File: config.mk
export PLATFORM = sky130hd
export DESIGN_NAME = vc_buffer_top
export DESIGN_NICKNAME = d
export VERILOG_FILES = /design/src/source/vc_pkg.sv /design/src/source/vc_fifo_ram.sv /design/src/source/vc_fifo.sv /design/src/source/vc_arbiter.sv /design/src/source/vc_buffer_top.sv
export VERILOG_INCLUDE_DIRS = /design/src /design/src/source
export SDC_FILE = /design/constraint.sdc
export NUM_CORES = 1
export LEC_CHECK = 0
export BUFFER_PORTS_ARGS = -buffer_cell sky130_fd_sc_hd__buf_2
export CORE_MARGIN = 2
export CORE_UTILIZATION = 55
export DETAILED_ROUTE_END_ITERATION = 8
export PLACE_DENSITY = 0.81
export RECOVER_POWER = 50
export SYNTH_ARGS = -nofsm -noshare
export SYNTH_HDL_FRONTEND = slang
export SYNTH_SLANG_ARGS = --single-unit
File: constraint.sdc
create_clock -name clk -period 6.4 [get_ports clk]
set_clock_uncertainty 0.2 [all_clocks]
set_input_delay 0.96 -clock clk [delete_from_list [all_inputs] [get_ports clk]]
set_output_delay 0.96 -clock clk [all_outputs]
set_load 0.01 [all_outputs]
File: src/source/vc_macros.svh
//--------------------
// Word width, FIFO depth and pointer width
// Occupancy thresholds for the flags
//--------------------

`ifndef VC_MACROS_SVH
`define VC_MACROS_SVH

// One word is a class bit on top of a 9-bit payload
`define VC_WORD_BITS 10

// Entries per class FIFO and the pointer width to address them
`define VC_DEPTH 8
`define VC_PTR_BITS 3

// almost_full and pause assert at or above this count
`define VC_ALMOST_FULL 6
// almost_empty asserts at or below this count, when not empty
`define VC_ALMOST_EMPTY 3

`endif

File: src/source/vc_pkg.sv
//--------------------
// Shared types of the ingress buffer
// Class id, payload, word and occupancy count
//--------------------

`default_nettype none

`include "vc_macros.svh"

package vc_pkg;

    typedef enum logic {
        CLASS_0 = 1'b0,
        CLASS_1 = 1'b1
    } class_t;

    typedef logic [`VC_WORD_BITS-2:0] payload_t;

    // Class sits in the top bit of the word
    typedef struct packed {
        class_t   cls;
        payload_t payload;
    } word_t;

    // One bit wider than the pointers, so a full FIFO can be counted
    typedef logic [`VC_PTR_BITS:0] count_t;

endpackage

`default_nettype wire

File: src/source/vc_fifo_ram.sv
//--------------------
// FIFO storage array
// Synchronous write, registered read
//--------------------

`default_nettype none

`include "vc_macros.svh"

module vc_fifo_ram (
    input  logic                    clk,
    input  logic                    write,
    input  logic                    read,
    input  logic [`VC_PTR_BITS-1:0] wr_ptr,
    input  logic [`VC_PTR_BITS-1:0] rd_ptr,
    input  vc_pkg::word_t           data_in,
    output vc_pkg::word_t           data_out
);

    vc_pkg::word_t mem [`VC_DEPTH];

    // Write port
    always_ff @(posedge clk) begin
        if (write) begin
            mem[wr_ptr] <= data_in;
        end
    end

    // Read port, the word stays on data_out until the next read
    always_ff @(posedge clk) begin
        if (read) begin
            data_out <= mem[rd_ptr];
        end
    end

endmodule

`default_nettype wire

File: src/source/vc_fifo.sv
//--------------------
// Single class FIFO with pointers and occupancy count
// Status flags decoded from the count
//--------------------

`default_nettype none

`include "vc_macros.svh"

module vc_fifo (
    input  logic          clk,
    input  logic          reset,
    input  logic          push,
    input  logic          pop,
    input  vc_pkg::word_t push_word,
    output vc_pkg::word_t head_word,
    output logic          empty,
    output logic          almost_empty,
    output logic          almost_full,
    output logic          full,
    output logic          pause,
    output logic          overflow
);

    logic [`VC_PTR_BITS-1:0] wr_ptr;
    logic [`VC_PTR_BITS-1:0] rd_ptr;
    vc_pkg::count_t          count;
    logic                    push_ok;

    // A push to a full FIFO is dropped, even when a pop happens too
    assign push_ok = push && !full;

    vc_fifo_ram u_ram (
        .clk      (clk),
        .write    (push_ok),
        .read     (pop),
        .wr_ptr   (wr_ptr),
        .rd_ptr   (rd_ptr),
        .data_in  (push_word),
        .data_out (head_word)
    );

    // Pointers wrap on their own since the depth is a power of two
    always_ff @(posedge clk) begin
        if (!reset) begin
            wr_ptr <= '0;
            rd_ptr <= '0;
        end else begin
            if (push_ok) begin
                wr_ptr <= wr_ptr + 1'b1;
            end
            if (pop) begin
                rd_ptr <= rd_ptr + 1'b1;
            end
        end
    end

    // Occupancy, unchanged on a simultaneous push and pop
    always_ff @(posedge clk) begin
        if (!reset) begin
            count <= '0;
        end else begin
            case ({push_ok, pop})
                2'b10:   count <= count + 1'b1;
                2'b01:   count <= count - 1'b1;
                default: count <= count;
            endcase
        end
    end

    // Flags follow the count
    always_comb begin
        empty        = (count == '0);
        full         = (count == vc_pkg::count_t'(`VC_DEPTH));
        almost_full  = (count >= vc_pkg::count_t'(`VC_ALMOST_FULL));
        almost_empty = !empty && (count <= vc_pkg::count_t'(`VC_ALMOST_EMPTY));
    end

    // Same condition as almost_full; this one goes back to the sender
    assign pause = almost_full;

    // Dropped push, flagged in the same cycle
    assign overflow = push && full;

endmodule

`default_nettype wire

File: src/source/vc_arbiter.sv
//--------------------
// Round-robin pop scheduler
// Merges both class FIFOs into one output stream
//--------------------

`default_nettype none

`include "vc_macros.svh"

module vc_arbiter (
    input  logic          clk,
    input  logic          reset,
    input  logic          hold,
    input  logic          empty_0,
    input  logic          empty_1,
    input  vc_pkg::word_t head_0,
    input  vc_pkg::word_t head_1,
    output logic          pop_0,
    output logic          pop_1,
    output logic          out_valid,
    output vc_pkg::word_t out_word
);

    vc_pkg::class_t last_served;
    vc_pkg::class_t popped_class;
    logic           popped;

    // Grant the other class when both have data, else whichever is ready
    always_comb begin
        pop_0 = !hold && !empty_0 && (empty_1 || last_served == vc_pkg::CLASS_1);
        pop_1 = !hold && !empty_1 && (empty_0 || last_served == vc_pkg::CLASS_0);
    end

    // Starts as if class 1 went last so class 0 wins first
    always_ff @(posedge clk) begin
        if (!reset) begin
            last_served <= vc_pkg::CLASS_1;
        end else if (pop_0) begin
            last_served <= vc_pkg::CLASS_0;
        end else if (pop_1) begin
            last_served <= vc_pkg::CLASS_1;
        end
    end

    // Remember the pop, the RAM read data shows up one cycle later
    always_ff @(posedge clk) begin
        if (!reset) begin
            popped       <= 1'b0;
            popped_class <= vc_pkg::CLASS_0;
        end else begin
            popped <= pop_0 || pop_1;
            if (pop_1) begin
                popped_class <= vc_pkg::CLASS_1;
            end else if (pop_0) begin
                popped_class <= vc_pkg::CLASS_0;
            end
        end
    end

    assign out_valid = popped;
    assign out_word  = (popped_class == vc_pkg::CLASS_1) ? head_1 : head_0;

endmodule

`default_nettype wire

File: src/source/vc_buffer_top.sv
//--------------------
// Two-class ingress buffer top level
// Class steering, two FIFOs and the output arbiter
//--------------------

`default_nettype none

`include "vc_macros.svh"

module vc_buffer_top (
    input  logic          clk,
    input  logic          reset,
    input  logic          in_valid,
    input  vc_pkg::word_t in_word,
    input  logic          hold,
    output logic          out_valid,
    output vc_pkg::word_t out_word,
    output logic          full_0,
    output logic          almost_full_0,
    output logic          pause_0,
    output logic          empty_0,
    output logic          almost_empty_0,
    output logic          overflow_0,
    output logic          full_1,
    output logic          almost_full_1,
    output logic          pause_1,
    output logic          empty_1,
    output logic          almost_empty_1,
    output logic          overflow_1
);

    logic          push_0;
    logic          push_1;
    logic          pop_0;
    logic          pop_1;
    vc_pkg::word_t head_0;
    vc_pkg::word_t head_1;

    // Steer by the class bit of the incoming word
    assign push_0 = in_valid && (in_word.cls == vc_pkg::CLASS_0);
    assign push_1 = in_valid && (in_word.cls == vc_pkg::CLASS_1);

    vc_fifo u_fifo_0 (
        .clk          (clk),
        .reset        (reset),
        .push         (push_0),
        .pop          (pop_0),
        .push_word    (in_word),
        .head_word    (head_0),
        .empty        (empty_0),
        .almost_empty (almost_empty_0),
        .almost_full  (almost_full_0),
        .full         (full_0),
        .pause        (pause_0),
        .overflow     (overflow_0)
    );

    vc_fifo u_fifo_1 (
        .clk          (clk),
        .reset        (reset),
        .push         (push_1),
        .pop          (pop_1),
        .push_word    (in_word),
        .head_word    (head_1),
        .empty        (empty_1),
        .almost_empty (almost_empty_1),
        .almost_full  (almost_full_1),
        .full         (full_1),
        .pause        (pause_1),
        .overflow     (overflow_1)
    );

    vc_arbiter u_arbiter (
        .clk       (clk),
        .reset     (reset),
        .hold      (hold),
        .empty_0   (empty_0),
        .empty_1   (empty_1),
        .head_0    (head_0),
        .head_1    (head_1),
        .pop_0     (pop_0),
        .pop_1     (pop_1),
        .out_valid (out_valid),
        .out_word  (out_word)
    );

endmodule

`default_nettype wire

-- After elaboration in Yosys (flattened, before gate mapping)
Memories as Yosys holds them, arrays and structs flattened. A register that Yosys moved wholly into a read port is not among the register bits.
Cells that the tools add are included.
- equal/unequal tests: 6
- multiplexer cells: 11
- reductions and logical operators: 25
- $lt $le $gt $ge: 4
- add/subtract/negate cells: 8
- bitwise operators: 2
- operator list (cell ; number):
    $pmux 4 s2 ; 2
    $add 3x1->3 const B ; 4
    $logic_and 1x1->1 ; 12
    $mux 10 ; 1
    $add 4x1->4 const B ; 2
    $eq 4x4->1 const B ; 2
    $ge 4x3->1 const B ; 2
    $le 4x2->1 const B ; 2
    $logic_not 4->1 ; 2
    $mux 1 ; 8
    $sub 4x1->4 const B ; 2
    $reduce_bool 2->1 ; 3
    $logic_not 1->1 ; 5
    $eq 2x1->1 const B ; 2
    $eq 2x2->1 const B ; 2
    $logic_or 1x1->1 ; 3
    $not 1->1 ; 2
- RAM bits: 160
- memories: 2
- input bits: 14
- register bits after elaboration: 23
- memory list (memory ; depth ; bits a word ; rd ports ; clocked after memory_dff ; wr ports ; RTL line ; text):
    u_fifo_0.u_ram.mem ; 8 ; 10 ; 1 ; 1 ; 1 ; vc_fifo_ram.sv:20 ; vc_pkg::word_t mem [`VC_DEPTH];
    u_fifo_1.u_ram.mem ; 8 ; 10 ; 1 ; 1 ; 1 ; vc_fifo_ram.sv:20 ;

-- Longest topological paths before layout
Gate-level depths: netlist of the first run.
- depth after elaboration: 6
- mapped depth: 12
- mapped depth without buffers: 11

-- By module
From an unflattened synthesis of the first run, not the netlist that was laid out.
- cell total of the unflattened synthesis: 430
- area, all modules: 8319.2 um^2
- by module, submodules not included (module ; instances ; area an instance (um^2) ; cells an instance):
    vc_fifo_ram ; 2 ; 3433.3 ; 138
    vc_fifo ; 2 ; 596.8 ; 64
    vc_arbiter ; 1 ; 242.7 ; 24
    vc_buffer_top ; 1 ; 16.3 ; 2

-- Least setup slack after synthesis of the first run
Ideal clock, no wire load.
- path kind: input port to flip-flop
- start point: input port hold
- end point: register u_fifo_1.count[3]
- arrival time: 2.773 ns
- slack: 3.355 ns
- path buffers: 1
- library setup time: 0.072 ns
- cell stages on the path: 8
- cell sequence: inv_1 -> o211a_1 -> buf_2 -> ha_1 -> or4bb_2 -> o22a_1 -> a21oi_1 -> mux2i_1
- cells in the longest elaborated chain, start to end: 5
- elaborated cells between the ends (all ways): 7
- classes of those cells: eq/ne: 2; mux: 1; reduce/logical: 4
- ends and longest elaborated chain (element ; RTL line ; text):
    start: declaration ; vc_buffer_top.sv:15 ; input logic hold,
    $logic_not 1->1 * ; vc_arbiter.sv:31 ; pop_1 = !hold && !empty_1 && (empty_0 || last_served == vc_pkg::CLASS_0);
    $logic_and 1x1->1 * (2 in a row) ; vc_arbiter.sv:31 ;
    named net pop_1 ; vc_buffer_top.sv:35 ; logic pop_1;
    $eq 2x1->1 or $eq 2x2->1 (tied branches) ; vc_fifo.sv:63 ; case ({push_ok, pop})
    $pmux 4 s2 or $reduce_bool 2->1 (tied branches) ; n/a ;
    end signal: assignment ; vc_fifo.sv:64 ; 2'b10: count <= count + 1'b1;
    end signal: assignment ; vc_fifo.sv:65 ; 2'b01: count <= count - 1'b1;
    end signal: assignment ; vc_fifo.sv:66 ; default: count <= count;
    end: declaration ; vc_fifo.sv:27 ; vc_pkg::count_t count;
Mark *: on every way through the listed nets, which the timed path passes. The rest lies on a longest branch.
A chain may end at the register's enable or synchronous reset.

-- Final worst setup path of the first run
- start point: register u_fifo_0.count[0]
- end point: register u_fifo_1.count[3]
- cells in the longest elaborated chain, start to end: 5
- elaborated cells between the ends (all ways): 7
- classes of those cells: eq/ne: 2; mux: 1; reduce/logical: 4
- ends and longest elaborated chain (element ; RTL line ; text):
    start: declaration ; vc_fifo.sv:27 ;
    start signal: assignment ; vc_fifo.sv:64 ;
    start signal: assignment ; vc_fifo.sv:65 ;
    start signal: assignment ; vc_fifo.sv:66 ;
    $logic_not 4->1 * ; vc_fifo.sv:73 ; empty = (count == '0);
    $logic_or 1x1->1 * ; vc_arbiter.sv:31 ;
    $logic_and 1x1->1 * ; vc_arbiter.sv:31 ;
    $eq 2x1->1 or $eq 2x2->1 (tied branches) ; vc_fifo.sv:63 ;
    $pmux 4 s2 or $reduce_bool 2->1 (tied branches) ; n/a ;
Every way passes the cells marked *; elsewhere a longest branch is shown, timed or not.

==> run summary, run 1 <==
SETUP PATH
-------------------------------------------------------------------------------------
Capture instance of the worst register-to-register path                  u_fifo_1.count[3]
Worst-path cell with the longest stage delay                             sky130_fd_sc_hd__nor4_1
Critical Path Source                                                     u_fifo_0.count[0]
Depth of the worst register-to-register path                                        7
Combined buffer and inverter count along the critical path                          0
Worst-path cell chain                                                    nor4_1 > o211a_1 > ha_1 > or4bb_2 > o22a_1 > a21oi_1 > mux2i_1
Critical Path Sink                                                       u_fifo_1.count[3]
Crit-path leading delay family                                           simple AND/OR/NAND/NOR gates
Crit path capture type                                                           flop
R2R setup slack                                                               2640 ps
CP peak stage delay                                                            920 ps
Worst reg2reg startpoint                                                 u_fifo_0.count[0]
Maximum net fanout on the critical path                                            17
Number of gates on the worst path with buffers counted                              7
Worst setup SP type                                                              flop
Data required time of the critical path                                       6630 ps
CP Data Arrival Time                                                          3990 ps
Worst Path Class, Setup                                                  flop to flop

STA
-------------------------------------------------------------------------------------
Number of failing hold endpoints at the final stage                                 0
Setup violators final                                                               0
Final Max Slew Viols                                                                0
Hold WS                                                                      295.0 ps
Relative slew slack                                                            0.2199
Measured slew at the worst slew-check pin                                     1166 ps
Accumulated negative setup slack                                                 0 ps
Setup repair after global routing missed its margin                             false
FMAX                                                                        266.3 MHz
Final worst path period share                                                  0.5869
Shortest period the worst path allows                                         3756 ps

CLOCK NETWORK
-------------------------------------------------------------------------------------
Clock buffer depth                                                                  3
Post-cts resize count                                                               0
Number of H-tree branching levels                                                   1
CTS buffer count                                                                   21
CTS Hold Buffers Added                                                              0
Clock slew at reported path FFs                                                 60 ps
Clock sink count                                                                  203
Post-CTS Repair Setup Buffers                                                       0
Clk Latency, worst-skew pair                                                   500 ps
TritonCTS clock tree                                                              yes
Clock Root Buffer                                                        sky130_fd_sc_hd__clkbuf_16

FINISH
-------------------------------------------------------------------------------------
Area growth from synthesis to final layout                                     12.54%
Filler Cells Inserted                                                             976
Final antenna diode count                                                           0
Area of the multi-input gates                                              2095 sq um
Footprint of the flip-flops and latches                                    5866 sq um
Number of nets in the layout                                                      499
Leading cell types in the layout, fill and taps excluded                 180 x sky130_fd_sc_hd__edfxtp_1, 40 x sky130_fd_sc_hd__mux4_2, 30 x sky130_fd_sc_hd__mux2_2, 26 x sky130_fd_sc_hd__nor2_1, 24 x sky130_fd_sc_hd__buf_2
Commonest non-fill, non-tap cell in the layout                           sky130_fd_sc_hd__edfxtp_1
Layout cells sized above 1                                                     0.2796

SYNTHESIS
-------------------------------------------------------------------------------------
Library cell with the largest summed area after synthesis                sky130_fd_sc_hd__edfxtp_1
Number of nets in the synthesized netlist                                         448
Number of library cell types mapped by synthesis                                   46
Share of the synthesized area in the top cell type                             0.6673
Per-instance average area after synthesis                                 19.10 sq um
Adder and majority cell fraction of the synthesized area                      0.01545
Synthesized-area fraction occupied by xor and xnor cells                      0.01189
Mux share of post-synthesis cell area                                          0.1616
Post-synth EDFFs                                                                  180
Post-Syn Area                                                              8100 sq um
Synthesis Warnings                                                                  0
Post-synthesis share of cell area spent on and, or, nand and nor gates        0.04989
Dominant combinational cell family by area after synthesis               multiplexers
Fraction of synthesis flops using an asynchronous set or reset pin                  0
Dominant cells by area after synthesis                                   sky130_fd_sc_hd__edfxtp_1 67%, sky130_fd_sc_hd__mux4_2 11%, sky130_fd_sc_hd__dfxtp_1 5.7%
Area fraction in compound gates after synthesis                               0.02271
Flip-flop and latch count after synthesis                                         203
Gate count of the mapped netlist                                                  424
Predominant post-synthesis flop cell                                     sky130_fd_sc_hd__edfxtp_1
Fraction of the yosys area taken by sequential cells                           0.7241

DRT
-------------------------------------------------------------------------------------
Wire length reported by the detailed router                                  14.77 mm
Drt wl/cell                                                              21.92 microns
DRT Pass-1 Iters                                                                    4
Vias after detailed routing                                                      3972
Count of routing violations after the opening detailed-route iteration            418
Residual antenna-violating net count after detailed routing                         0
Vias per cell                                                                   5.893
Number of remaining DRC errors                                                      0

PLACEMENT
-------------------------------------------------------------------------------------
Routability Congestion                                                         0.7713
Port bufs                                                                          36
Estimated wirelength of the detail-placed design                             9.003 mm

GRT
-------------------------------------------------------------------------------------
Initial antenna violation count                                                     0
Maximum number of pins on one net before global-route repair                       23
Total grt overflow                                                                  0
Via count of the first global-routing pass                                       4037
Combined global-route utilization of all metal layers                          0.1952
First-pass GRT wire length                                                   23.27 mm

FLOORPLAN
-------------------------------------------------------------------------------------
Die ar.                                                                   15710 sq um
Starting density of the core                                                   0.5595
Die height                                                               125.4 microns
Top-Level Pins                                                                     37
Die Span X                                                               125.4 microns
Core outline area                                                         14480 sq um
Std-Cell Rows                                                                      44

POWER
-------------------------------------------------------------------------------------
Power per cell area                                                      400.3 nW/um^2
Leakage                                                                      2.995 nW
Worst voltage drop across the vdd grid                                      0.3229 mV

STATUS
-------------------------------------------------------------------------------------
Result of the run                                                        finished clean

MIN PATH
-------------------------------------------------------------------------------------
Worst min-delay path class                                               flop to flop

JOB
-------------------------------------------------------------------------------------
Max Cap Violations                                                                  0

-- cells by family (layout without fill, tap and decap cells) --
| group | count (synthesis) | in the layout |
|---|---|---|
| multiplexers | 77 | 77 |
| flip-flops | 203 | 203 |
| AND/OR/NAND/NOR | 73 | 73 |
| buffers and inverters | 24 | 90 |
| XOR/XNOR | 11 | 11 |
| AO/OA/AOI/OAI | 26 | 26 |
| adder cells (fa/ha/maj) | 10 | 10 |
-- through the flow --
| step | util | worst slack [ps] | total power, mW | instance area [sq um] | std cells |
|---|---|---|---|---|---|
| 4_1_cts | 0.6338 | 2993 | 3.704 | 9176 | 674 |
| 2_1_floorplan | - | 3355 | 2.296 | 8100 | 424 |
| 3_3_place_gp | 0.5867 | 2934 | 2.477 | 8494 | 636 |
| 6_report | 0.6296 | 2644 | 3.650 | 9116 | 674 |
| 5_1_grt | 0.6296 | 2268 | 3.813 | 9116 | 674 |
| 3_5_place_dp | 0.5867 | 2869 | 2.513 | 8494 | 636 |
-- report_power, final --
group / total [mW] / switching [mW] / leakage (nW) / internal, mW
clock: 1.19 / 0.473 / 0.325 / 0.713
combinational: 0.790 / 0.394 / 0.853 / 0.396
sequential: 1.67 / 0.102 / 1.82 / 1.57
total: 3.65 / 0.969 / 2.99 / 2.68
-- sequential cells by signal, indices dropped and copies added (netlist names) --
register / cells
u_fifo_1.u_ram.mem: 80
u_fifo_1.wr_ptr: 3
u_arbiter.popped_class: 1
u_fifo_0.u_ram.mem: 80
u_fifo_0.u_ram.data_out: 10
u_fifo_1.count: 4
u_fifo_1.rd_ptr: 3
u_fifo_1.u_ram.data_out: 10
u_arbiter.out_valid: 1
u_fifo_0.count: 4
u_arbiter.last_served: 1
u_fifo_0.wr_ptr: 3
u_fifo_0.rd_ptr: 3
-- layout make-up --
type	count	area share
multi-input combinational	197	0.2298
clock buffer	29	0.06313
sequential	203	0.6434
clock inverter	9	0.01167
tap	184	0.02525
timing repair buffer	45	0.02388
inverter	7	0.002882
-- Yosys cell counts (7+ instances only) --
| master | instances |
|---|---|
| sky130_fd_sc_hd__dfxtp_1 | 23 |
| sky130_fd_sc_hd__nor3_1 | 8 |
| sky130_fd_sc_hd__mux2i_1 | 7 |
| sky130_fd_sc_hd__nand2_1 | 8 |
| sky130_fd_sc_hd__ha_1 | 10 |
| sky130_fd_sc_hd__nand2b_1 | 7 |
| sky130_fd_sc_hd__xor2_1 | 8 |
| sky130_fd_sc_hd__nor2_1 | 26 |
| sky130_fd_sc_hd__a21oi_1 | 10 |
| sky130_fd_sc_hd__mux4_2 | 40 |
| sky130_fd_sc_hd__mux2_2 | 30 |
| sky130_fd_sc_hd__clkbuf_1 | 7 |
| sky130_fd_sc_hd__edfxtp_1 | 180 |
-- routing by layer --
layer	track usage	wire (microns)	vias up
met5	0	0	-
met4	0.06078	241	0
met3	0.03766	752	23
met2	0.3286	7524	107
met1	0.2618	6255	2040
li1	-	-	1802
-- worst min-delay path by stage --
stage	from	end	cells past startpoint
after floorplan	u_fifo_0.wr_ptr[0]	u_fifo_0.wr_ptr[0]	2
after global placement	u_fifo_0.wr_ptr[0]	u_fifo_0.wr_ptr[0]	2
after detailed placement	u_fifo_0.wr_ptr[0]	u_fifo_0.wr_ptr[0]	2
after CTS	u_fifo_0.wr_ptr[0]	u_fifo_0.wr_ptr[0]	2
after global routing	u_fifo_0.wr_ptr[0]	u_fifo_0.wr_ptr[0]	2
final	u_fifo_0.wr_ptr[0]	u_fifo_0.wr_ptr[0]	2
-- worst reg2reg max path, stage by stage, from the launching register on --
cell,delay (ps)
sky130_fd_sc_hd__dfxtp_1,370
sky130_fd_sc_hd__nor4_1,920
sky130_fd_sc_hd__o211a_1,680
sky130_fd_sc_hd__ha_1,380
sky130_fd_sc_hd__or4bb_2,630
sky130_fd_sc_hd__o22a_1,190
sky130_fd_sc_hd__a21oi_1,150
sky130_fd_sc_hd__mux2i_1,180
No activity file was read; power rests on OpenSTA's default activity.
==> inputs of run 2 (changes only) <==
Clock period 6.4 ns to 3.66 ns, I/O delays scaled along.
==> run summary, run 2 (synthesis results as in run 1) <==
STATUS
-------------------------------------------------------------------------------------
Result of the run                                                        finished clean

CLOCK NETWORK
-------------------------------------------------------------------------------------
Clock slew at reported path FFs                                                 60 ps
Post-cts resize count                                                               0
Number of H-tree branching levels                                                   1
Post-CTS Repair Setup Buffers                                                       0
Clock Root Buffer                                                        sky130_fd_sc_hd__clkbuf_16
Clock buffer depth                                                                  3
TritonCTS clock tree                                                              yes
Clk Latency, worst-skew pair                                                   490 ps
Clock sink count                                                                  203
CTS Hold Buffers Added                                                              0
CTS buffer count                                                                   21

FINISH
-------------------------------------------------------------------------------------
Area growth from synthesis to final layout                                     13.25%
Leading cell types in the layout, fill and taps excluded                 180 x sky130_fd_sc_hd__edfxtp_1, 40 x sky130_fd_sc_hd__mux4_2, 30 x sky130_fd_sc_hd__mux2_2, 26 x sky130_fd_sc_hd__nor2_1
Core occupancy in the finished layout                                          0.6336
Filler Cells Inserted                                                             990
Final antenna diode count                                                           0
Layout cells sized above 1                                                     0.2860
Biggest registers after layout                                           u_fifo_0.u_ram.mem: 80 flops, u_fifo_1.u_ram.mem: 80 flops
Cell Count, Final, Fillers Out                                                    684
Number of nets in the layout                                                      510
Commonest non-fill, non-tap cell in the layout                           sky130_fd_sc_hd__edfxtp_1
Cell area after layout                                                     9174 sq um

FLOORPLAN
-------------------------------------------------------------------------------------
Std-Cell Rows                                                                      44
Die ar.                                                                   15710 sq um
Die Span X                                                               125.4 microns
Die height                                                               125.4 microns
Starting density of the core                                                   0.5595
Top-Level Pins                                                                     37
Core outline area                                                         14480 sq um

STA
-------------------------------------------------------------------------------------
Final worst path period share                                                  0.8734
Number of failing hold endpoints at the final stage                                 0
Accumulated negative setup slack                                                 0 ps
Setup violators final                                                               0
FMAX                                                                        312.8 MHz
Final Max Slew Viols                                                                0
Setup repair after global routing missed its margin                             false
Shortest period the worst path allows                                         3197 ps
Relative slew slack                                                            0.2185
Measured slew at the worst slew-check pin                                     1171 ps
Worst Setup Slack, final                                                     463.5 ps

DRT
-------------------------------------------------------------------------------------
Count of routing violations after the opening detailed-route iteration            278
DRT Pass-1 Iters                                                                    4
Residual antenna-violating net count after detailed routing                         0
Vias after detailed routing                                                      4042
Wire length reported by the detailed router                                  15.45 mm
Number of remaining DRC errors                                                      0
Vias per cell                                                                   5.909
Drt wl/cell                                                              22.58 microns

PLACEMENT
-------------------------------------------------------------------------------------
Estimated wirelength of the detail-placed design                             9.447 mm
Placed Area                                                                8577 sq um
Setup slack after placement                                                  584.8 ps
Routability Congestion                                                         0.7741
Port bufs                                                                          36
Dpl cells                                                                         647

GRT
-------------------------------------------------------------------------------------
Combined global-route utilization of all metal layers                          0.2040
Initial antenna violation count                                                     0
Maximum number of pins on one net before global-route repair                       23
Total grt overflow                                                                  0
Via count of the first global-routing pass                                       4355
First-pass GRT wire length                                                   24.23 mm

SETUP PATH
-------------------------------------------------------------------------------------
Worst Path Class, Setup                                                  flop to flop
Worst-path cell with the longest stage delay                             sky130_fd_sc_hd__or4b_2
CP Data Arrival Time                                                          3420 ps
Worst setup SP type                                                              flop
Crit path capture type                                                           flop
Combined buffer and inverter count along the critical path                          0
Crit-path leading delay family                                           simple AND/OR/NAND/NOR gates
Worst-path cell chain                                                    or4b_2 > nand3_1 > ha_1 > or4bb_2 > o22a_1 > a21oi_1 > mux2i_1
Maximum net fanout on the critical path                                             8
CP peak stage delay                                                            750 ps
Data required time of the critical path                                       3880 ps
R2R setup slack                                                                460 ps

POWER
-------------------------------------------------------------------------------------
Worst voltage drop across the vdd grid                                      0.4809 mV
Power per cell area                                                      692.5 nW/um^2
Leakage                                                                      3.050 nW

JOB
-------------------------------------------------------------------------------------
Max Cap Violations                                                                  0

MIN PATH
-------------------------------------------------------------------------------------
Worst min-delay path class                                               input port to flop

## run 2: cell types whose count changed in the layout (fill, tap and decap cells not counted), sizes merged
cell      change
clkinvlp      -3
buf          +11
clkinv        +4
inv           -1
clkbuf        -1
## run 2: final cells by class
type / count / area [sq um] / area share
clock inverters: 9 / 90.09 / 0.009820
well taps: 184 / 230.2 / 0.02510
flip-flops and latches: 203 / 5866 / 0.6394
multi-input cells: 197 / 2097 / 0.2286
clock buffers: 28 / 561.8 / 0.06124
inverters: 7 / 26.28 / 0.002864
repair buffers: 56 / 302.8 / 0.03301
## run 2: routing by layer
metal | GRT usage | wire length (microns) | vias to the layer above
met4 | 0.05882 | 314 | 0
li1 | - | - | 1816
met2 | 0.3462 | 7869 | 116
met5 | 0 | 0 | -
met1 | 0.2676 | 6301 | 2081
met3 | 0.04707 | 960 | 29
## run 2: stage by stage
step | power [mW] | hold slack [ps]
finish | 6.353 | 114.6
detailed placement | 4.432 | 304.4
global placement | 4.345 | 279.2
CTS | 6.458 | 125.0
floorplan | 4.014 | 262.5
global route | 6.639 | 112.3
## run 2: path summary, 6_finish.rpt
path,to,startpoint,cells after the start
min,u_arbiter.out_valid,hold,2
max reg2reg,u_fifo_1.count[3],u_fifo_1.count[0],7
max,u_fifo_1.count[3],u_fifo_1.count[0],7
min reg2reg,u_fifo_0.wr_ptr[0],u_fifo_0.wr_ptr[0],2
## run 2: power breakdown
| group | leakage (nW) | internal (mW) | switching (mW) | total, mW |
|---|---|---|---|---|
| clock | 0.319 | 1.21 | 0.803 | 2.02 |
| combinational | 0.914 | 0.702 | 0.694 | 1.40 |
| sequential | 1.82 | 2.75 | 0.191 | 2.94 |
==> inputs of run 3 (changes only) <==
Settings changed: CORE_UTILIZATION 55 to 60, PLACE_DENSITY 0.81 to 0.86.
==> run summary, run 3 (synthesis results as in run 1) <==
POWER
-------------------------------------------------------------------------------------
Seq pwr share                                                                   0.464
Overall power                                                                6.326 mW
Switching part of the total power                                              0.2676
Cell internal power dissipation                                              4.633 mW
Power per cell area                                                      690.5 nW/um^2
Leakage                                                                      3.032 nW
Worst voltage drop across the vdd grid                                      0.5698 mV
Combinational cell fraction of total power                                      0.220
Switching power                                                              1.693 mW
Clock group share of total power                                                0.317

STA
-------------------------------------------------------------------------------------
Setup violators final                                                               0
Relative slew slack                                                            0.2815
Setup repair after global routing missed its margin                             false
Accumulated negative setup slack                                                 0 ps
Number of failing hold endpoints at the final stage                                 0
FMAX                                                                        307.1 MHz
Measured slew at the worst slew-check pin                                     1076 ps
Hold WS                                                                      106.3 ps
Final worst path period share                                                  0.8897
Final Max Slew Viols                                                                0
Shortest period the worst path allows                                         3256 ps

CLOCK NETWORK
-------------------------------------------------------------------------------------
Clock slew at reported path FFs                                                 60 ps
Post-cts resize count                                                               0
Clk Latency, worst-skew pair                                                   480 ps
Clock Root Buffer                                                        sky130_fd_sc_hd__clkbuf_16
CTS buffer count                                                                   20
TritonCTS clock tree                                                              yes
Post-CTS Repair Setup Buffers                                                       0
Clock buffer depth                                                                  3
Number of H-tree branching levels                                                   1
CTS Hold Buffers Added                                                              0
Clock sink count                                                                  203

FINISH
-------------------------------------------------------------------------------------
Biggest registers after layout                                           u_fifo_0.u_ram.mem: 80 flops, u_fifo_1.u_ram.mem: 80 flops
Final antenna diode count                                                           0
Commonest non-fill, non-tap cell in the layout                           sky130_fd_sc_hd__edfxtp_1
Core occupancy in the finished layout                                          0.6946
Leading cell types in the layout, fill and taps excluded                 180 x sky130_fd_sc_hd__edfxtp_1, 40 x sky130_fd_sc_hd__mux4_2, 30 x sky130_fd_sc_hd__mux2_2, 26 x sky130_fd_sc_hd__nor2_1, 23 x sky130_fd_sc_hd__dfxtp_1
Area growth from synthesis to final layout                                     13.10%
Cell Count, Final, Fillers Out                                                    675
Filler Cells Inserted                                                             818
Layout cells sized above 1                                                     0.2866
Number of nets in the layout                                                      509

SETUP PATH
-------------------------------------------------------------------------------------
Data required time of the critical path                                       3880 ps
Maximum net fanout on the critical path                                            10
Combined buffer and inverter count along the critical path                          0
CP Data Arrival Time                                                          3470 ps
Worst Path Class, Setup                                                  flop to flop
Crit path capture type                                                           flop
Number of gates on the worst path with buffers counted                              7
CP peak stage delay                                                            740 ps
Worst-path cell chain                                                    or4b_2 > nand3_1 > ha_1 > or4bb_2 > o22a_1 > a21oi_1 > mux2i_1
Crit-path leading delay family                                           simple AND/OR/NAND/NOR gates
Depth of the worst register-to-register path                                        7
Worst setup SP type                                                              flop
Worst-path cell with the longest stage delay                             sky130_fd_sc_hd__or4b_2

PLACEMENT
-------------------------------------------------------------------------------------
Routability Congestion                                                         0.8085
Estimated wirelength of the detail-placed design                             9.210 mm
Dpl cells                                                                         639
Port bufs                                                                          36

GRT
-------------------------------------------------------------------------------------
Maximum number of pins on one net before global-route repair                       23
Met2 Resource Use GR                                                           0.3817
Total grt overflow                                                                  0
First-pass GRT wire length                                                   23.65 mm
Initial antenna violation count                                                     0
Combined global-route utilization of all metal layers                          0.2229
Met3 usage                                                                    0.04009
Met1 demand-to-capacity share in global routing                                0.3001
Via count of the first global-routing pass                                       4227
Top Usage Layer GRT                                                              met2

DRT
-------------------------------------------------------------------------------------
Vias after detailed routing                                                      4110
Vias per cell                                                                   6.089
DRT Pass-1 Iters                                                                    5
Residual antenna-violating net count after detailed routing                         0
Number of remaining DRC errors                                                      0
Drt wl/cell                                                              22.69 microns
Wire length reported by the detailed router                                  15.32 mm
Count of routing violations after the opening detailed-route iteration            345

FLOORPLAN
-------------------------------------------------------------------------------------
Top-Level Pins                                                                     37
Std-Cell Rows                                                                      42
Die Span X                                                               120.2 microns
Core outline area                                                         13190 sq um
Starting density of the core                                                   0.6141
Die ar.                                                                   14450 sq um
Die height                                                               120.2 microns

MIN PATH
-------------------------------------------------------------------------------------
Depth of the worst hold-timing path                                                 2
Worst min-delay path class                                               input port to flop

JOB
-------------------------------------------------------------------------------------
Max Cap Violations                                                                  0

STATUS
-------------------------------------------------------------------------------------
Result of the run                                                        finished clean

## run 3: path summary, 6_finish.rpt
kind | from | to | slack (ps)
worst min-delay path | hold | u_arbiter.out_valid | 110
worst min register to register | u_fifo_0.wr_ptr[0] | u_fifo_0.wr_ptr[0] | 320
worst max-delay path | u_fifo_1.count[1] | u_fifo_1.count[3] | 400
worst max register to register | u_fifo_1.count[1] | u_fifo_1.count[3] | 400
## run 3: cell type report
class                           count  area (sq um)  area share
Timing Repair Buffer               56         297.8     0.03250
Inverter                            7         26.28    0.002868
Clock buffer                       22         529.3     0.05777
Tap cell                          176         220.2     0.02404
Sequential cell                   203          5866      0.6403
Clock inverter                     14         118.9     0.01297
Multi-Input combinational cell    197          2103      0.2296
## run 3: power groups by stage
stage / clock [mW] / combinational, mW / sequential [mW]
2_1_floorplan: 0 / 1.14 / 2.87
3_3_place_gp: 0 / 1.37 / 2.96
3_5_place_dp: 0 / 1.43 / 2.98
4_1_cts: 2.02 / 1.46 / 2.93
5_1_grt: 2.11 / 1.52 / 2.96
6_report: 2.00 / 1.39 / 2.93
## run 3: through the flow
stage / area [sq um] / worst slack, ps
after global routing: 9161 / 239.6
after CTS: 9215 / 543.1
after floorplan: 8100 / 630.7
after detailed placement: 8567 / 566.7
after global placement: 8567 / 690.2
final: 9161 / 403.9
## run 3: layer usage
metal	share of wire	wire length, microns	up-vias
li1	-	-	1824
met1	0.40	6151	2128
met2	0.51	7878	135
met3	0.068	1049	23
met4	0.015	236	0
met5	0	0	-
